## src/game_pkg.sv

```systemverilog
package game_pkg;

    // Game controller states
    typedef enum logic [1:0] {
        MENU,
        PLAY,
        SCORE
    } game_state_t;

    // Controller outputs, start is a one-cycle pulse
    typedef struct packed {
        logic menu;
        logic playing;
        logic start;
        logic show_score;
    } game_ctrl_t;

    // Per-lane result at the hit line
    typedef struct packed {
        logic active;
        logic hit;
        logic miss;
    } lane_status_t;

    // Song position, advance pulses once per step
    typedef struct packed {
        logic [4:0] step;
        logic       advance;
    } song_pos_t;

    localparam int NUM_LANES = 8;
    localparam int MAX_STEPS = 32;

    // One lane's chart at full length
    typedef logic [MAX_STEPS-1:0] chart_t;

    // Keyboard codes
    localparam logic [7:0] KEY_START = 8'h28;
    localparam logic [7:0] KEY_MENU  = 8'h29;

    // Lane keys A S D F J K L ; with lane 0 in the low byte
    localparam logic [NUM_LANES-1:0][7:0] LANE_KEYS = {
        8'h33, 8'h0f, 8'h0e, 8'h0d, 8'h09, 8'h07, 8'h16, 8'h04
    };

endpackage

```

## src/display_pkg.sv

```systemverilog
package display_pkg;

    // Active low, segment a in bit 0
    typedef logic [6:0] hex_digit_t;

    // Digit 0 in the low bits
    typedef hex_digit_t [7:0] hex_bank_t;

    // Hex value to segment pattern
    function automatic hex_digit_t hex_font(input logic [3:0] value);
        case (value)
            4'h0: return 7'b1000000;
            4'h1: return 7'b1111001;
            4'h2: return 7'b0100100;
            4'h3: return 7'b0110000;
            4'h4: return 7'b0011001;
            4'h5: return 7'b0010010;
            4'h6: return 7'b0000010;
            4'h7: return 7'b1111000;
            4'h8: return 7'b0000000;
            4'h9: return 7'b0010000;
            4'ha: return 7'b0001000;
            4'hb: return 7'b0000011;
            4'hc: return 7'b1000110;
            4'hd: return 7'b0100001;
            4'he: return 7'b0000110;
            default: return 7'b0001110;
        endcase
    endfunction

endpackage

```

## src/game_control.sv

```systemverilog
module game_control (
    input  logic                 Clk,
    input  logic                 reset,
    input  logic [7:0]           key,
    input  logic                 song_over,
    output game_pkg::game_ctrl_t ctrl
);
    import game_pkg::*;

    game_state_t state;
    game_state_t state_next;
    logic        start_q;
    logic        start_key;
    logic        menu_key;

    // Key decode
    assign start_key = (key == KEY_START);
    assign menu_key  = (key == KEY_MENU);

    // Next state
    always_comb begin
        state_next = state;
        case (state)
            MENU: begin
                if (start_key) begin
                    state_next = PLAY;
                end
            end
            PLAY: begin
                // Song clock ends the round
                if (song_over) begin
                    state_next = SCORE;
                end
            end
            SCORE: begin
                if (menu_key) begin
                    state_next = MENU;
                end
            end
            default: state_next = MENU;
        endcase
    end

    always_ff @(posedge Clk) begin
        if (reset) begin
            state   <= MENU;
            start_q <= 1'b0;
        end else begin
            state   <= state_next;
            // High for the first PLAY cycle only
            start_q <= (state == MENU) && start_key;
        end
    end

    // Level flags straight from the state
    always_comb begin
        ctrl.menu       = (state == MENU);
        ctrl.playing    = (state == PLAY);
        ctrl.start      = start_q;
        ctrl.show_score = (state == SCORE);
    end

endmodule

```

## src/song_clock.sv

```systemverilog
module song_clock #(
    parameter int CHART_LEN   = 16,
    parameter int STEP_FRAMES = 4
) (
    input  logic                 Clk,
    input  logic                 reset,
    input  logic                 frame_tick,
    input  game_pkg::game_ctrl_t ctrl,
    output game_pkg::song_pos_t  pos,
    output logic                 song_over
);
    // Frame counter wide enough for one step
    localparam int                 FRAME_W    = (STEP_FRAMES > 1) ? $clog2(STEP_FRAMES) : 1;
    localparam logic [FRAME_W-1:0] LAST_FRAME = FRAME_W'(STEP_FRAMES - 1);
    localparam logic [4:0]         LAST_STEP  = 5'(CHART_LEN - 1);

    logic [FRAME_W-1:0] frame_cnt;
    logic [4:0]         step;
    logic               advance;
    logic               ended;
    logic               counting;
    logic               step_due;

    // Ticks only count during a running song
    assign counting = ctrl.playing && !ended && frame_tick;
    assign step_due = counting && (frame_cnt == LAST_FRAME);

    always_ff @(posedge Clk) begin
        // Menu keeps the counters at zero so a new song opens on step 0
        if (reset || ctrl.menu || ctrl.start) begin
            frame_cnt <= '0;
            step      <= '0;
            advance   <= 1'b0;
            ended     <= 1'b0;
            song_over <= 1'b0;
        end else begin
            advance   <= step_due;
            song_over <= step_due && (step == LAST_STEP);
            if (counting) begin
                frame_cnt <= step_due ? '0 : frame_cnt + FRAME_W'(1);
            end
            if (step_due) begin
                // Last step ends the song, step stays put
                if (step == LAST_STEP) begin
                    ended <= 1'b1;
                end else begin
                    step <= step + 5'd1;
                end
            end
        end
    end

    assign pos.step    = step;
    assign pos.advance = advance;

endmodule

```

## src/note_lane.sv

```systemverilog
module note_lane #(
    parameter int                   LANE      = 0,
    parameter int                   CHART_LEN = 16,
    parameter logic [CHART_LEN-1:0] CHART     = '0
) (
    input  logic                   Clk,
    input  logic                   reset,
    input  logic [7:0]             key,
    input  game_pkg::game_ctrl_t   ctrl,
    input  game_pkg::song_pos_t    pos,
    output game_pkg::lane_status_t status
);
    import game_pkg::*;

    chart_t chart;
    logic   key_match;
    logic   active;
    logic   hit;
    logic   miss;
    logic   note_q;

    // Zero-extended so any 5-bit step is in range
    assign chart = chart_t'(CHART);

    // This lane's key held
    assign key_match = (key == LANE_KEYS[LANE]);

    // Note at the hit line
    assign active = ctrl.playing && chart[pos.step];

    always_ff @(posedge Clk) begin
        if (reset) begin
            hit    <= 1'b0;
            miss   <= 1'b0;
            note_q <= 1'b0;
        end else begin
            // Step has already moved when advance is high
            // so the old note comes from the delayed flag
            note_q <= active;
            miss   <= pos.advance && note_q && !hit;

            // Hit lasts for the life of the note
            if (pos.advance || !ctrl.playing) begin
                hit <= 1'b0;
            end else if (active && key_match) begin
                hit <= 1'b1;
            end
        end
    end

    assign status.active = active;
    assign status.hit    = hit;
    assign status.miss   = miss;

endmodule

```

## src/score_keeper.sv

```systemverilog
module score_keeper (
    input  logic                                            Clk,
    input  logic                                            reset,
    input  game_pkg::game_ctrl_t                            ctrl,
    input  game_pkg::lane_status_t [game_pkg::NUM_LANES-1:0] lanes,
    output logic [11:0]                                     score
);
    import game_pkg::*;

    // Enough bits to count every lane at once
    localparam int CNT_W = $clog2(NUM_LANES + 1);

    logic [NUM_LANES-1:0] hit_now;
    logic [NUM_LANES-1:0] hit_q;
    logic [NUM_LANES-1:0] fell;
    logic [CNT_W-1:0]     fell_cnt;

    // Gather hit flags
    always_comb begin
        for (int i = 0; i < NUM_LANES; i++) begin
            hit_now[i] = lanes[i].hit;
        end
    end

    // One point per falling edge of a hit flag
    assign fell = hit_q & ~hit_now;

    // Falls this cycle
    always_comb begin
        fell_cnt = '0;
        for (int i = 0; i < NUM_LANES; i++) begin
            fell_cnt = fell_cnt + CNT_W'(fell[i]);
        end
    end

    always_ff @(posedge Clk) begin
        if (reset) begin
            hit_q <= '0;
            score <= '0;
        end else begin
            hit_q <= hit_now;
            // New round starts from zero
            if (ctrl.menu || ctrl.start) begin
                score <= '0;
            end else begin
                // Lanes are idle in SCORE, so only the last step's
                // hits still land and the total then holds
                score <= score + 12'(fell_cnt);
            end
        end
    end

endmodule

```

## src/hex_display.sv

```systemverilog
module hex_display (
    input  logic                   Clk,
    input  logic                   reset,
    input  logic [11:0]            score,
    input  game_pkg::game_ctrl_t   ctrl,
    input  game_pkg::song_pos_t    pos,
    output display_pkg::hex_bank_t hex
);
    import display_pkg::*;

    hex_bank_t hex_next;
    logic      song_done;

    // Neither menu nor playing means the song is over
    assign song_done = !ctrl.menu && !ctrl.playing;

    // Digit layout
    always_comb begin
        // Score, three hex digits
        hex_next[0] = hex_font(score[3:0]);
        hex_next[1] = hex_font(score[7:4]);
        hex_next[2] = hex_font(score[11:8]);
        // Blank column shows zero
        hex_next[3] = hex_font(4'h0);
        // Status flags
        hex_next[4] = hex_font({3'b000, song_done});
        hex_next[5] = hex_font({3'b000, ctrl.show_score});
        // Song step
        hex_next[6] = hex_font(pos.step[3:0]);
        hex_next[7] = hex_font({3'b000, pos.step[4]});
    end

    always_ff @(posedge Clk) begin
        if (reset) begin
            hex <= {8{hex_font(4'h0)}};
        end else begin
            hex <= hex_next;
        end
    end

endmodule

```

## src/rhythm_game_top.sv

```systemverilog
module rhythm_game_top #(
    parameter int                                      CHART_LEN   = 16,
    parameter int                                      STEP_FRAMES = 4,
    parameter logic [game_pkg::NUM_LANES*CHART_LEN-1:0] CHARTS      =
        128'h8421_1248_4444_2222_0f0f_f0f0_3c3c_c3c3
) (
    input  logic                           Clk,
    input  logic                           reset,
    input  logic                           frame_tick,
    input  logic [7:0]                     key,
    input  logic [15:0]                    audio_in,
    output display_pkg::hex_bank_t         hex,
    output logic [game_pkg::NUM_LANES-1:0] lane_active,
    output logic [game_pkg::NUM_LANES-1:0] lane_hit,
    output logic                           warning,
    output logic [15:0]                    audio_out
);
    import game_pkg::*;

    game_ctrl_t                   ctrl;
    song_pos_t                    pos;
    logic                         song_over;
    lane_status_t [NUM_LANES-1:0] lanes;
    logic [NUM_LANES-1:0]         lane_miss;
    logic [11:0]                  score;

    // Menu, play, score
    game_control game_control_i (
        .Clk       (Clk),
        .reset     (reset),
        .key       (key),
        .song_over (song_over),
        .ctrl      (ctrl)
    );

    // Shared song clock
    song_clock #(
        .CHART_LEN   (CHART_LEN),
        .STEP_FRAMES (STEP_FRAMES)
    ) song_clock_i (
        .Clk        (Clk),
        .reset      (reset),
        .frame_tick (frame_tick),
        .ctrl       (ctrl),
        .pos        (pos),
        .song_over  (song_over)
    );

    // One lane per key, each with its own slice of the chart
    for (genvar l = 0; l < NUM_LANES; l++) begin : g_lane
        note_lane #(
            .LANE      (l),
            .CHART_LEN (CHART_LEN),
            .CHART     (CHARTS[l*CHART_LEN +: CHART_LEN])
        ) note_lane_i (
            .Clk    (Clk),
            .reset  (reset),
            .key    (key),
            .ctrl   (ctrl),
            .pos    (pos),
            .status (lanes[l])
        );

        assign lane_active[l] = lanes[l].active;
        assign lane_hit[l]    = lanes[l].hit;
        assign lane_miss[l]   = lanes[l].miss;
    end

    // Any lane missing
    assign warning = |lane_miss;

    score_keeper score_keeper_i (
        .Clk   (Clk),
        .reset (reset),
        .ctrl  (ctrl),
        .lanes (lanes),
        .score (score)
    );

    hex_display hex_display_i (
        .Clk   (Clk),
        .reset (reset),
        .score (score),
        .ctrl  (ctrl),
        .pos   (pos),
        .hex   (hex)
    );

    // Sound only while playing
    assign audio_out = ctrl.playing ? audio_in : 16'h0000;

endmodule

```

## config.mk

```make
export PLATFORM = sky130hd
export DESIGN_NAME = rhythm_game_top
export DESIGN_NICKNAME = d
export VERILOG_FILES = /design/src/game_pkg.sv /design/src/display_pkg.sv /design/src/game_control.sv /design/src/song_clock.sv /design/src/note_lane.sv /design/src/score_keeper.sv /design/src/hex_display.sv /design/src/rhythm_game_top.sv
export SDC_FILE = /design/constraint.sdc
export NUM_CORES = 1
export LEC_CHECK = 0
export ABC_AREA = 1
export BUFFER_PORTS_ARGS = -buffer_cell sky130_fd_sc_hd__buf_2
export CAP_MARGIN = 20
export CORE_ASPECT_RATIO = 0.6
export CORE_UTILIZATION = 38
export DETAILED_ROUTE_END_ITERATION = 10
export REMOVE_ABC_BUFFERS = 1
export SKIP_CTS_REPAIR_TIMING = 1
export SYNTH_ARGS = -nofsm -noshare
export SYNTH_HDL_FRONTEND = slang
export SYNTH_SLANG_ARGS = --single-unit
```

## constraint.sdc

```tcl
create_clock -name Clk -period 7.92 [get_ports Clk]
set_clock_uncertainty 0.2 [all_clocks]
set_input_delay 0.396 -clock Clk [delete_from_list [all_inputs] [get_ports Clk]]
set_output_delay 0.396 -clock Clk [all_outputs]
set_load 0.03 [all_outputs]
```

# Yosys cells after proc, flatten, opt, wreduce, memory -nomap -nowiden
# Memories as Yosys holds them, arrays and structs flattened. A register that Yosys moved wholly into a read port is not among the register bits.
# Index checks and enable logic that the tools add are counted.
# op_classes
addsub,10
bitwise_logic,6
mux,33
eq_ne,17
order_cmp,1
reduce_logical,60
# op_table
cell,count
5-bit two-way mux,16
7-bit case mux with 2 select lines,3
1-bit logical AND,38
"8-bit by 4-bit equality test with 1-bit output, second input constant",4
4-bit by 1-bit adder with 4-bit output,6
"8-bit by 6-bit equality test with 1-bit output, second input constant",3
"8-bit by 3-bit equality test with 1-bit output, second input constant",2
16-bit two-way mux,1
12-bit by 4-bit adder with 12-bit output,1
1-bit zero test,11
8-bit bitwise AND,1
"8-bit by 5-bit equality test with 1-bit output, second input constant",1
1-bit two-way mux,8
2-bit two-way mux,4
8-bit NOT,1
8-bit OR reduction,1
"5-bit by 6-bit < comparator with 1-bit output, second input constant",1
2-bit case mux with 3 select lines,1
"5-bit by 1-bit adder with 5-bit output, second input constant",1
"5-bit by 4-bit equality test with 1-bit output, second input constant",1
"2-bit equality test, second input constant",2
1-bit logical OR,4
"2-bit inequality test, second input constant",2
1-bit NOT,4
8 further kinds,10
# word_totals
n_memories,12
out_inout_bits,89
input_bits,27
rom_bits,704
regBits,85
# mem_list
name,depth,width,rd,rd_clocked_by_memory_dff,write_ports,line,source
(no name shown),16,7,1,1,0,display_pkg.sv:11,case (value)
(no name shown),16,7,1,1,0,display_pkg.sv:11,
(no name shown),16,7,1,1,0,display_pkg.sv:11,
(no name shown),16,7,1,1,0,display_pkg.sv:11,
(no name shown),32,1,1,1,0,note_lane.sv:29,assign active = ctrl.playing && chart[pos.step];
(no name shown),32,1,1,1,0,note_lane.sv:29,
+6 memories,--,--,--,--,--,--,

# Depth between registers and ports, before layout
# Gate-level depths: netlist of the first run.
# logic_depth
ltp_word,10
depth_mapped,20
mapped_depth_nobuf,20

# By module
# Synthesis of the first run repeated with hierarchy kept, for this count alone.
# hier_totals
cells_unflattened,813
hier_area_um2,5685.5
# modules_own_cells
mod,area_per_inst_um2,cells_per_inst,instances,seq_area_each_um2
hex_display,2090.8,275,1,620.6
score_keeper,1129.8,157,1,400.4
song_clock,471.7,64,1,200.2
note_lane (g_lane[4].note_lane_i ...),206.4,30,2,60.1
rhythm_game_top,220.2,49,1,0.0
note_lane (g_lane[6].note_lane_i),211.5,32,1,60.1
note_lane (g_lane[7].note_lane_i),209.0,31,1,60.1
note_lane (g_lane[3].note_lane_i),197.7,29,1,60.1
game_control,191.4,32,1,60.1
note_lane (g_lane[2].note_lane_i),187.7,27,1,60.1
note_lane (g_lane[0].note_lane_i),181.4,29,1,60.1
note_lane (g_lane[1].note_lane_i),181.4,28,1,60.1

# Worst setup path before layout of the first run
# OpenSTA, ideal clock, no wires.
# synth_timing
path_type,reg-to-reg
startpoint,register g_lane[0].note_lane_i.hit
endpoint,register score_keeper_i.score[10]
path_stages_with_launch,19
synth_period_minus_slack_ps,3871
required_ps,7599
slack_ps,4049
path_buffers,0
setup_time_ps,121
t_arrival_ps,3549
cell_sequence,dfxtp_1 -> nor2_1 -> ha_1 -> inv_1 -> fa_1 -> fa_1 -> inv_1 -> fa_1 -> inv_1 -> fa_1 -> inv_1 -> fa_1 -> nand3_1 -> nand3_1 -> nand2_1 -> nor2_1 -> nand2_1 -> o21ai_0 -> a21oi_1
# synth_between
elab_chain_cells,10
# synth_rtl
element,line,source
from (decl),note_lane.sv:18,logic hit;
from (signal assigned),note_lane.sv:33,hit <= 1'b0;
from (signal assigned),note_lane.sv:44,hit <= 1'b0;
from (signal assigned),note_lane.sv:46,hit <= 1'b1;
8-bit NOT,score_keeper.sv:26,assign fell = hit_q & ~hit_now;
8-bit bitwise AND,score_keeper.sv:26,
1-bit by 1-bit adder with 2-bit output,score_keeper.sv:32,fell_cnt = fell_cnt + CNT_W'(fell[i]);
4-bit by 1-bit adder with 4-bit output (6 in a row),score_keeper.sv:32,
12-bit by 4-bit adder with 12-bit output,score_keeper.sv:48,score <= score + 12'(fell_cnt);
to (signal assigned),score_keeper.sv:48,
to (decl),score_keeper.sv:6,output logic [11:0] score
# Every way passes these cells.
# A chain may end at the register's enable or synchronous reset.

# Worst setup path in the final report of the first run
# layout_timing
startpoint,register g_lane[1].note_lane_i.hit
endpoint,register score_keeper_i.score[10]
# layout_between
elab_chain_cells,10
# layout_rtl
element,line
from (decl),note_lane.sv:18
from (signal assigned),note_lane.sv:33
from (signal assigned),note_lane.sv:44
from (signal assigned),note_lane.sv:46
8-bit NOT,score_keeper.sv:26
8-bit bitwise AND,score_keeper.sv:26
1-bit by 1-bit adder with 2-bit output,score_keeper.sv:32
4-bit by 1-bit adder with 4-bit output (6 in a row),score_keeper.sv:32
12-bit by 4-bit adder with 12-bit output,score_keeper.sv:48
# Every way passes these cells.

==> impl_metrics.env, run 1 <==
export IMPL_first_pass_iters=5
export IMPL_p_leak_uw=0.00261
export IMPL_final_util_pct=45.1
export IMPL_netSwitchingFraction_pct=22.1
export IMPL_crit_arrival_ps=4150
export IMPL_ys_ff_latch=96
export IMPL_hold_viol_final=0
export IMPL_cp_max_fo=3
export IMPL_synth_edf_count=0
export IMPL_synth_cell_types=40
export IMPL_drv_slew=0
export IMPL_async_flop_share_pct=0
export IMPL_slew_limit_headroom_pct=30.1
export IMPL_cts_buffers=9
export IMPL_synth_flop_cell="dfxtp_1"
export IMPL_status="complete, no violations"
export IMPL_port_buffers=99
export IMPL_row_count=31
export IMPL_multi_input_area_um2=2260
export IMPL_die_y_um=89.9
export IMPL_wl_per_cell_um=12.3
export IMPL_crit_type="flip-flop to flip-flop"
export IMPL_drv_cap=0
export IMPL_power_frac_seq_pct=51.0
export IMPL_clock_root_buffer="clkbuf_16"
export IMPL_yosysSeqAreaShare_pct=39.3
export IMPL_synth_area_per_cell_um2=7.64
export IMPL_dp_cells=859
export IMPL_seq_area_um2=1920
export IMPL_vias=4153
export IMPL_cts_max_path_buffers=2
export IMPL_peakVddDrop_v=0.000102
export IMPL_max_clock_freq_mhz=243
export IMPL_p_switching_uw=210
export IMPL_antenna_found_initial=0
export IMPL_die_x_um=149
export IMPL_finalSetupViolCount=0
export IMPL_grt_total_usage_pct=16.7
export IMPL_grt_max_degree=44
export IMPL_cts_tree="yes"
export IMPL_routed_wl_mm=10.7
export IMPL_worst_slack_ps=3800
export IMPL_synth_top_area_cell="dfxtp_1"
export IMPL_post_synth_top_count_cell="dfxtp_1"
export IMPL_synthTopCellsByArea="dfxtp_1 39%, ha_1 8.7%, nor2_1 7.1%, inv_1 7.0%, nand2_1 6.8%"
export IMPL_fin_tns_setup_ps=0
export IMPL_startpoint_type="flip-flop"
export IMPL_fin_cells=875
export IMPL_cp_end_kind="flip-flop"
export IMPL_vias_per_cell=4.75
export IMPL_areaGrowthSynthToFinish_pct=13.3
export IMPL_tritoncts_num_sinks=96
export IMPL_core_area_um2=12300
export IMPL_min_period_over_period_pct=52.1
export IMPL_dpl_hpwl_mm=8.25
export IMPL_rsz0062_at_grt="false"
export IMPL_die_area_um2=13400
export IMPL_grt_pass1_vias=3679
export IMPL_synthTopCellsByCount="96 x dfxtp_1, 93 x nor2_1, 91 x inv_1, 89 x nand2_1, 46 x a21oi_1"
export IMPL_gp_congestion=0.885
export IMPL_fin_nets=771
export IMPL_drtAntennaViolNets=0
export IMPL_whs_ps=185
export IMPL_clk_latency_ps=350
export IMPL_grt_util_met3_pct=4.21
export IMPL_first_iter_violations=385
export IMPL_yosys_warnings=0
export IMPL_grt_pass1_wl_mm=17.8
export IMPL_hold_class="input pin to flip-flop"
export IMPL_p_per_area_nw_per_um2=171
export IMPL_layout_drive_gt1_share_pct=18.9
export IMPL_netlist_instances=641
export IMPL_p_int_uw=737
export IMPL_top_usage_layer="met1"
export IMPL_nFillCells=1206
export IMPL_worstMarginPinSlew_ps=1040
export IMPL_ios=116
export IMPL_p_comb_share_pct=3.1
export IMPL_globalRouteMet1Util_pct=24.3
export IMPL_power_share_clock_pct=45.9
export IMPL_synthesis_area_um2=4890
export IMPL_place_ws_ps=3750
export IMPL_min_period_ps=4120
export IMPL_yosysTopAreaCellShare_pct=39.3
export IMPL_start_util_pct=39.8
export IMPL_cts_max_level=3
export IMPL_drc_errors=0
export IMPL_grt_overflow=0
export IMPL_clk_pin_slew_worst_paths_ps=70
export IMPL_antenna_cells=0
export IMPL_required_ps=7950
export IMPL_grtUsageMet2_pct=24.0
[through the flow]
stage / cell area [um^2] / total power, uW
2_1_floorplan: 4550 / 510
3_3_place_gp: 5250 / 522
3_5_place_dp: 5250 / 523
4_1_cts: 5550 / 956
5_1_grt: 5550 / 978
6_report: 5550 / 947
[cell families (layout without fill, tap and decap cells)]
logic type,Yosys count,after routing,share of synthesized area [%]
DFF,96,96,39.3
xor gates and xnor gates,2,2,0.358
adders and majority gates,39,39,10.7
buffers and inverters,158,213,15.7
and+or+nand+nor,247,247,22.9
AOI/OAI and AO/OA,97,97,10.9
other,2,16,0.153
[critical path: stages (launching register included)]
cell and delay (ps):
dfxtp_1 360, nor2_1 60, ha_1 270, inv_1 60, fa_1 510, fa_1 550, inv_1 50, fa_1 430
inv_1 80, fa_1 400, inv_1 100, fa_1 220, nand3_1 80, nand3_1 120, nand2_1 100, nor2_1 130
nand2_1 80, o21ai_0 150, a21oi_1 60
[area by class of cell]
type	count	share of cell area, %
multi-input cells	401	40.7
clock inverters	5	1.15
flip-flops and latches	96	34.6
inverters	98	6.63
repair buffers	99	8.93
well taps	165	3.72
clock buffers	11	4.20
[registers in the layout, indices dropped and copies added (netlist names), named ones only]
name / count
g_lane.note_lane_i.hit: 8
g_lane.note_lane_i.miss: 8
g_lane.note_lane_i.note_q: 8
game_control_i.start_q: 1
game_control_i.state: 2
hex_display_i.hex: 31
score_keeper_i.hit_q: 8
score_keeper_i.score: 12
song_clock_i.advance: 1
song_clock_i.ended: 1
song_clock_i.frame_cnt: 2
song_clock_i.song_over: 1
song_clock_i.step: 5
[power by group through the flow]
stage	registers, uW	clock network (uW)	logic, uW
after CTS	482	444	29.2
after detailed placement	494	0	29.2
after floorplan	494	0	16.3
final	483	435	29.5
after global routing	482	464	32.2
after global placement	494	0	28.6
[path summary, 6_finish.rpt]
kind                            cells after the start                                     from                                      to  slack [ps]
worst max-delay path                               18   g_lane[1].note_lane_i.hit$_SDFFE_PP0P_     score_keeper_i.score[10]$_SDFF_PP0_        3800
worst min-delay path                                4                                   key[3]  g_lane[7].note_lane_i.hit$_SDFFE_PP0P_         190
worst max register to register                     18   g_lane[1].note_lane_i.hit$_SDFFE_PP0P_     score_keeper_i.score[10]$_SDFF_PP0_        3800
worst min register to register                      2  g_lane[7].note_lane_i.note_q$_SDFF_PP0_   g_lane[7].note_lane_i.miss$_SDFF_PP0_         220
[routing by layer]
layer  part of all wire [%]  wire, um
met5                      0         0
met4                   0.74        79
met3                    6.8       734
met2                     43      4590
met1                     50      5320
[cells in the final DEF, fill, tap and decap left out, types with 3 or more instances in the layout]
cell,n
a211oi_1,4
a21oi_1,46
buf_2,99
clkbuf_16,9
conb_1,16
dfxtp_1,96
fa_1,5
ha_1,34
inv_1,91
inv_2,6
nand2_1,89
nand2_2,3
nand3_1,26
nand4_1,9
nor2_1,93
nor3_1,12
nor4_1,3
o21ai_0,35
Note: power is estimated with default switching activity, not from simulation.
==> run 2: changes to the inputs <==
--- a/config.mk
+++ b/config.mk
@@ -5,7 +5,7 @@
 export SDC_FILE = /design/constraint.sdc
 export NUM_CORES = 1
 export LEC_CHECK = 0
-export ABC_AREA = 1
+export ABC_AREA = 0
 export BUFFER_PORTS_ARGS = -buffer_cell sky130_fd_sc_hd__buf_2
 export CAP_MARGIN = 20
 export CORE_ASPECT_RATIO = 0.6
==> constraint.sdc (replaced) <==
create_clock -name Clk -period 3.31 [get_ports Clk]
set_clock_uncertainty 0.2 [all_clocks]
set_input_delay 0.1655 -clock Clk [delete_from_list [all_inputs] [get_ports Clk]]
set_output_delay 0.1655 -clock Clk [all_outputs]
set_load 0.03 [all_outputs]
==> run 2 against run 1 <==
Against the previous run:
- the flow now finishes with violations (setup timing)
- wire length decreased by 2.4%
- power increased by 150%
- clock-buffer cell count is 1 lower
- first-iteration DRC count shrank 54%
- area after synthesis down 1.3%
- die area is 1.2% lower
- cell area increased by 4.2%
- largest cell class unchanged
- largest power group unchanged
==> impl_metrics.env, run 2 <==
export IMPL_core_area_um2=12200
export IMPL_drv_cap=0
export IMPL_final_cell_mix="99 x buf_2, 94 x dfxtp_1, 69 x nor2_1"
export IMPL_power_share_clock_pct=48.3
export IMPL_tritoncts_num_sinks=96
export IMPL_async_flop_share_pct=0
export IMPL_port_buffers=99
export IMPL_finalSetupViolCount=11
export IMPL_clk_latency_ps=350
export IMPL_cts_max_path_buffers=2
export IMPL_antenna_cells=0
export IMPL_antenna_found_initial=0
export IMPL_whs_path_depth=3
export IMPL_fin_cells=785
export IMPL_cp_max_fo=5
export IMPL_clock_root_buffer="clkbuf_16"
export IMPL_yosysSeqAreaShare_pct=39.8
export IMPL_min_period_ps=3910
export IMPL_largest_register_ffs=31
export IMPL_p_comb_share_pct=2.8
export IMPL_ys_ff_latch=96
export IMPL_yosys_warnings=0
export IMPL_dpl_hpwl_mm=7.69
export IMPL_worstMarginPinSlew_ps=781
export IMPL_p_total_uw=2360
export IMPL_gp_congestion=0.842
export IMPL_hold_class="input pin to flip-flop"
export IMPL_drv_slew=0
export IMPL_clk_pin_slew_worst_paths_ps=70
export IMPL_synth_cell_types=57
export IMPL_netSwitchingFraction_pct=21.4
export IMPL_peakVddDrop_v=0.000254
export IMPL_cts_tree="yes"
export IMPL_wl_per_cell_um=13.3
export IMPL_routed_wl_mm=10.5
export IMPL_crit_type="flip-flop to flip-flop"
export IMPL_synthTopCellsByArea="dfxtp_1 40%, ha_1 8.8%, buf_4 6.5%, nor2_1 5.4%, and2_1 4.4%"
export IMPL_grt_pass1_wl_mm=16.4
export IMPL_reg_top3="hex_display_i.hex: 31 flops, score_keeper_i.score: 12 flops"
export IMPL_synth_edf_count=0
export IMPL_post_dp_cell_area_um2=5300
export IMPL_dp_cells=767
export IMPL_cts_buffers=9
export IMPL_die_area_um2=13200
export IMPL_final_area_um2=5780
export IMPL_slew_limit_headroom_pct=47.9
export IMPL_worst_slack_ps=-600
export IMPL_grt_total_usage_pct=16.3
export IMPL_power_frac_seq_pct=48.9
export IMPL_drtAntennaViolNets=0
export IMPL_die_y_um=89.4
export IMPL_min_period_over_period_pct=118
export IMPL_p_leak_uw=0.00251
export IMPL_cts_max_level=3
export IMPL_vias=3691
export IMPL_final_util_pct=47.3
export IMPL_netlist_instances=538
export IMPL_startpoint_type="flip-flop"
export IMPL_p_switching_uw=505
export IMPL_crit_arrival_ps=3950
export IMPL_areaGrowthSynthToFinish_pct=19.5
export IMPL_max_clock_freq_mhz=256
export IMPL_first_iter_violations=177
export IMPL_ios=116
export IMPL_cp_end_kind="flip-flop"
export IMPL_synthesis_area_um2=4830
export IMPL_die_x_um=148
export IMPL_fin_nets=681
export IMPL_yosysTopAreaCellShare_pct=39.8
export IMPL_row_count=31
export IMPL_first_pass_iters=4
export IMPL_hold_viol_final=0
export IMPL_vias_per_cell=4.70
export IMPL_required_ps=3350
export IMPL_synth_top_area_cell="dfxtp_1"
export IMPL_status="finished, violations left"
export IMPL_drc_errors=0
export IMPL_layout_drive_gt1_share_pct=28.2
export IMPL_violations="setup timing"
export IMPL_p_per_area_nw_per_um2=409
export IMPL_synthTopCellsByCount="96 x dfxtp_1, 69 x nor2_1, 42 x buf_4, 34 x and2_1, 34 x ha_1"
export IMPL_reg2regPathDepth=16
export IMPL_final_common_cell="buf_2"
export IMPL_synth_area_per_cell_um2=8.98
export IMPL_start_util_pct=39.6
export IMPL_grt_pass1_vias=3265
export IMPL_post_synth_top_count_cell="dfxtp_1"
export IMPL_grt_overflow=0
export IMPL_rsz0062_at_grt="true"
export IMPL_p_int_uw=1860
export IMPL_grt_max_degree=44
export IMPL_synth_flop_cell="dfxtp_1"
export IMPL_regMostFlops="hex_display_i.hex"
-- run 2: cell types whose count changed in the layout (fill, tap and decap cells not counted), moves of 7 or more --
cell      before  now
buf_4          0   16
nand2b_1       0   12
nand4_1        9    2
inv_1         91   16
nor2b_1        0   18
nor2_1        93   69
and2_1         0   34
o21ai_0       35    9
nand2_1       89   31
nor3b_1        0    8
nand3_1       26    5
a21oi_1       46   24
-- run 2: area by class of cell --
| class | count | area [um^2] |
|---|---|---|
| tap | 165 | 206 |
| fill | 1168 | 6440 |
| clock buffer | 10 | 239 |
| sequential | 96 | 1920 |
| inverter | 21 | 78.8 |
| clock inverter | 6 | 91.3 |
| timing repair buffer | 117 | 636 |
| multi-input combinational | 370 | 2600 |
-- run 2: per-layer routing --
metal	routed length, um	vias up	track usage, %	part of all wire (%)
met3	671	13	4.44	6.4
li1	-	1896	-	-
met1	5580	1654	23.4	53
met2	4030	128	22.9	39
met4	189	0	6.65	1.8
met5	0	-	0	0
-- run 2: power by group through the flow --
stage	Combinational (uW)	Sequential [uW]	Clock (uW)
after floorplan	30.8	1180	0
after global placement	62.8	1180	0
after detailed placement	63.5	1180	0
after CTS	63.5	1150	1170
after global routing	70.5	1150	1220
final	65.5	1150	1140
-- run 2: worst paths after layout --
kind / end / slack [ps] / from
max: score_keeper_i.score[10]$_SDFF_PP0_ / -600 / score_keeper_i.hit_q[0]$_SDFF_PP0_
min: game_control_i.state[1]$_SDFFE_PP0P_ / 5 / key[0]
max reg2reg: score_keeper_i.score[10]$_SDFF_PP0_ / -600 / score_keeper_i.hit_q[0]$_SDFF_PP0_
min reg2reg: g_lane[1].note_lane_i.miss$_SDFF_PP0_ / 250 / g_lane[1].note_lane_i.note_q$_SDFF_PP0_
-- run 2: through the flow --
stage	setup WS, ps	TNS, ps	hold slack, ps
floorplan	-853	-7740	32.2
global placement	-700	-6060	251
detailed placement	-809	-6860	245
CTS	-824	-6970	-87.0
global route	-747	-6530	26.6
finish	-600	-4800	4.89
-- run 2: logic make-up after synthesis --
kind of cell | after synthesis | share of synthesized area [%]
compound gates | 77 | 11.1
xor+xnor | 18 | 3.42
fa+ha+maj | 39 | 10.9
buf+inv | 86 | 9.99
flops | 96 | 39.8
mux | 6 | 1.35
other cells | 2 | 0.155
simple gates | 214 | 23.4
-- run 2: critical path, cell delays in order (launching register included) --
cell and delay (ps):
dfxtp_1 300, nor2b_4 120, ha_4 260, inv_2 30, fa_1 510, fa_1 420, inv_2 70, fa_2 200
inv_2 40, fa_2 560, inv_2 60, fa_2 340, a21o_1 190, a21o_4 230, nand3_2 80, xor2_1 140
nor2_1 60
==> run 3: changes to the inputs <==
--- a/config.mk
+++ b/config.mk
@@ -10,9 +10,11 @@
 export CAP_MARGIN = 20
 export CORE_ASPECT_RATIO = 0.6
 export CORE_UTILIZATION = 38
+export CTS_BUF_LIST = sky130_fd_sc_hd__clkbuf_4
 export DETAILED_ROUTE_END_ITERATION = 10
 export REMOVE_ABC_BUFFERS = 1
 export SKIP_CTS_REPAIR_TIMING = 1
+export SKIP_LAST_GASP = 1
 export SYNTH_ARGS = -nofsm -noshare
 export SYNTH_HDL_FRONTEND = slang
 export SYNTH_SLANG_ARGS = --single-unit
==> run 3 against run 2 <==
Against the previous run:
- hold slack improved by 57 ps
- power fell by 18%
- core utilization fell by 0.35 points
- the run still ends with setup timing left
- final cell count rose by 1.1%
==> impl_metrics.env, run 3 (same netlist as run 2, synthesis figures left out) <==
export IMPL_status="finished, violations left"
export IMPL_violations="setup timing"
export IMPL_vias=3732
export IMPL_vias_per_cell=4.70
export IMPL_grt_max_degree=44
export IMPL_top_layer="met4"
export IMPL_p_switching_uw=462
export IMPL_clock_root_buffer="clkbuf_4"
export IMPL_route_met3_wl_um=721
export IMPL_whs_ps=62.2
export IMPL_grt_pass1_vias=3294
export IMPL_final_common_cell="buf_2"
export IMPL_p_total_uw=1950
export IMPL_grt_total_usage_pct=16.2
export IMPL_min_from="reset"
export IMPL_cts_max_level=3
export IMPL_p_leak_uw=0.00245
export IMPL_reg_top3="hex_display_i.hex: 31 flops, score_keeper_i.score: 12 flops"
export IMPL_cts_max_path_buffers=2
export IMPL_drc_errors=0
export IMPL_drtAntennaViolNets=0
export IMPL_finalSetupViolCount=11
export IMPL_worstMarginPinSlew_ps=792
export IMPL_first_iter_violations=173
export IMPL_netSwitchingFraction_pct=23.7
export IMPL_drv_slew=0
export IMPL_fin_tns_setup_ps=-5100
export IMPL_die_x_um=148
export IMPL_first_pass_iters=4
export IMPL_grt_pass1_wl_mm=16.4
export IMPL_drv_cap=0
export IMPL_ff2ff_setup_slack_ps=-610
export IMPL_wl_met2_mm=4.29
export IMPL_hold_viol_final=0
export IMPL_slew_limit_headroom_pct=47.2
export IMPL_die_y_um=89.4
export IMPL_cts_buffers=9
export IMPL_clk_pin_slew_worst_paths_ps=150
export IMPL_clk_latency_ps=470
export IMPL_holdPathEnd="score_keeper_i.score[1]$_SDFF_PP0_"
export IMPL_largest_register_ffs=31
export IMPL_r2r_end="score_keeper_i.score[6]$_SDFF_PP0_"
export IMPL_final_cell_mix="99 x buf_2, 94 x dfxtp_1, 69 x nor2_1"
export IMPL_row_count=31
export IMPL_nFillCells=1181
export IMPL_min_period_over_period_pct=118
export IMPL_whs_path_depth=4
export IMPL_hold_class="input pin to flip-flop"
export IMPL_max_clock_freq_mhz=255
export IMPL_final_util_pct=46.9
export IMPL_reg2regPathDepth=16
export IMPL_required_ps=3470
export IMPL_crit_arrival_ps=4080
export IMPL_grt_overflow=0
export IMPL_wl_met1_mm=5.57
export IMPL_dpl_hpwl_mm=7.69
export IMPL_worst_slack_ps=-609
export IMPL_cts_tree="yes"
export IMPL_areaGrowthSynthToFinish_pct=18.6
export IMPL_multi_input_area_um2=2640
export IMPL_cp_end_kind="flip-flop"
export IMPL_regMostFlops="hex_display_i.hex"
export IMPL_p_comb_share_pct=3.7
export IMPL_port_buffers=99
export IMPL_die_area_um2=13200
export IMPL_core_area_um2=12200
export IMPL_fin_cells=794
export IMPL_antenna_found_initial=0
export IMPL_dp_cells=767
export IMPL_cp_max_fo=5
export IMPL_peakVddDrop_v=0.000166
export IMPL_p_per_area_nw_per_um2=339
export IMPL_startpoint_type="flip-flop"
export IMPL_p_int_uw=1480
export IMPL_seq_area_um2=1920
export IMPL_routed_wl_mm=10.7
export IMPL_gp_congestion=0.842
export IMPL_tritoncts_num_sinks=96
export IMPL_rsz0062_at_grt="true"
export IMPL_ios=116
export IMPL_power_frac_seq_pct=59.4
export IMPL_crit_type="flip-flop to flip-flop"
export IMPL_reg2reg_from="score_keeper_i.hit_q[0]$_SDFF_PP0_"
export IMPL_layout_drive_gt1_share_pct=27.4
export IMPL_min_period_ps=3920
export IMPL_start_util_pct=39.6
export IMPL_fin_nets=689
export IMPL_wl_per_cell_um=13.5
export IMPL_power_share_clock_pct=36.9
==> run 3: cell types whose count changed in the layout (fill, tap and decap cells not counted), moves of 2 or more <==
cell,before,now
clkbuf_16,9,0
xnor2_1,7,10
a21oi_4,0,2
clkbuf_4,0,9
dlygate4sd3_1,2,11
ha_1,32,30
ha_4,2,4
xnor2_2,5,1
a21oi_2,2,0
==> run 3: per-stage QoR <==
| step | cell area (um^2) | setup WS, ps |
|---|---|---|
| 2_1_floorplan | 4480 | -853 |
| 3_3_place_gp | 5300 | -700 |
| 3_5_place_dp | 5300 | -809 |
| 4_1_cts | 5470 | -834 |
| 5_1_grt | 5730 | -770 |
| 6_report | 5730 | -609 |
==> run 3: worst max path at each step <==
stage / end / depth (start not counted) / from
2_1_floorplan: score_keeper_i.score[10]$_SDFF_PP0_ / 16 / g_lane[0].note_lane_i.hit$_SDFFE_PP0P_
3_3_place_gp: score_keeper_i.score[11]$_SDFF_PP0_ / 17 / score_keeper_i.hit_q[0]$_SDFF_PP0_
5_1_grt: score_keeper_i.score[6]$_SDFF_PP0_ / 16 / score_keeper_i.hit_q[0]$_SDFF_PP0_
3_5_place_dp: score_keeper_i.score[11]$_SDFF_PP0_ / 17 / score_keeper_i.hit_q[1]$_SDFF_PP0_
4_1_cts: score_keeper_i.score[11]$_SDFF_PP0_ / 17 / score_keeper_i.hit_q[1]$_SDFF_PP0_
6_report: score_keeper_i.score[6]$_SDFF_PP0_ / 16 / score_keeper_i.hit_q[0]$_SDFF_PP0_
==> run 3: critical path, cell delays in order, from the launching register on <==
cell     delay [ps]
dfxtp_1         320
nor2b_4         120
ha_4            260
inv_2            30
fa_1            510
fa_1            420
inv_2            70
fa_2            200
inv_2            40
fa_2            560
inv_2            60
fa_2            340
a21o_1          190
a21o_4          230
nand2_2          70
xor2_1          140
nor2_1           60
==> run 3: final cells by class <==
| type | instances | share of cell area [%] |
|---|---|---|
| sequential | 96 | 33.6 |
| clock buffer | 9 | 1.18 |
| clock inverter | 7 | 1.66 |
| timing repair buffer | 125 | 12.5 |
| inverter | 21 | 1.37 |
| antenna | 1 | 0.0436 |
| multi-input combinational | 370 | 46.1 |
| tap | 165 | 3.60 |
==> run 3: layer usage <==
| metal | global-route usage [%] | up-vias |
|---|---|---|
| met5 | 0 | - |
| met4 | 5.81 | 0 |
| met3 | 4.44 | 10 |
| met1 | 23.4 | 1685 |
| met2 | 22.8 | 127 |
| li1 | - | 1910 |
==> run 3: power groups by stage <==
| stage | clock network (uW) | registers, uW | logic [uW] |
|---|---|---|---|
| after detailed placement | 0 | 1180 | 63.5 |
| after global routing | 789 | 1160 | 76.6 |
| after global placement | 0 | 1180 | 62.8 |
| after CTS | 742 | 1160 | 63.5 |
| after floorplan | 0 | 1180 | 30.8 |
| final | 718 | 1160 | 71.5 |
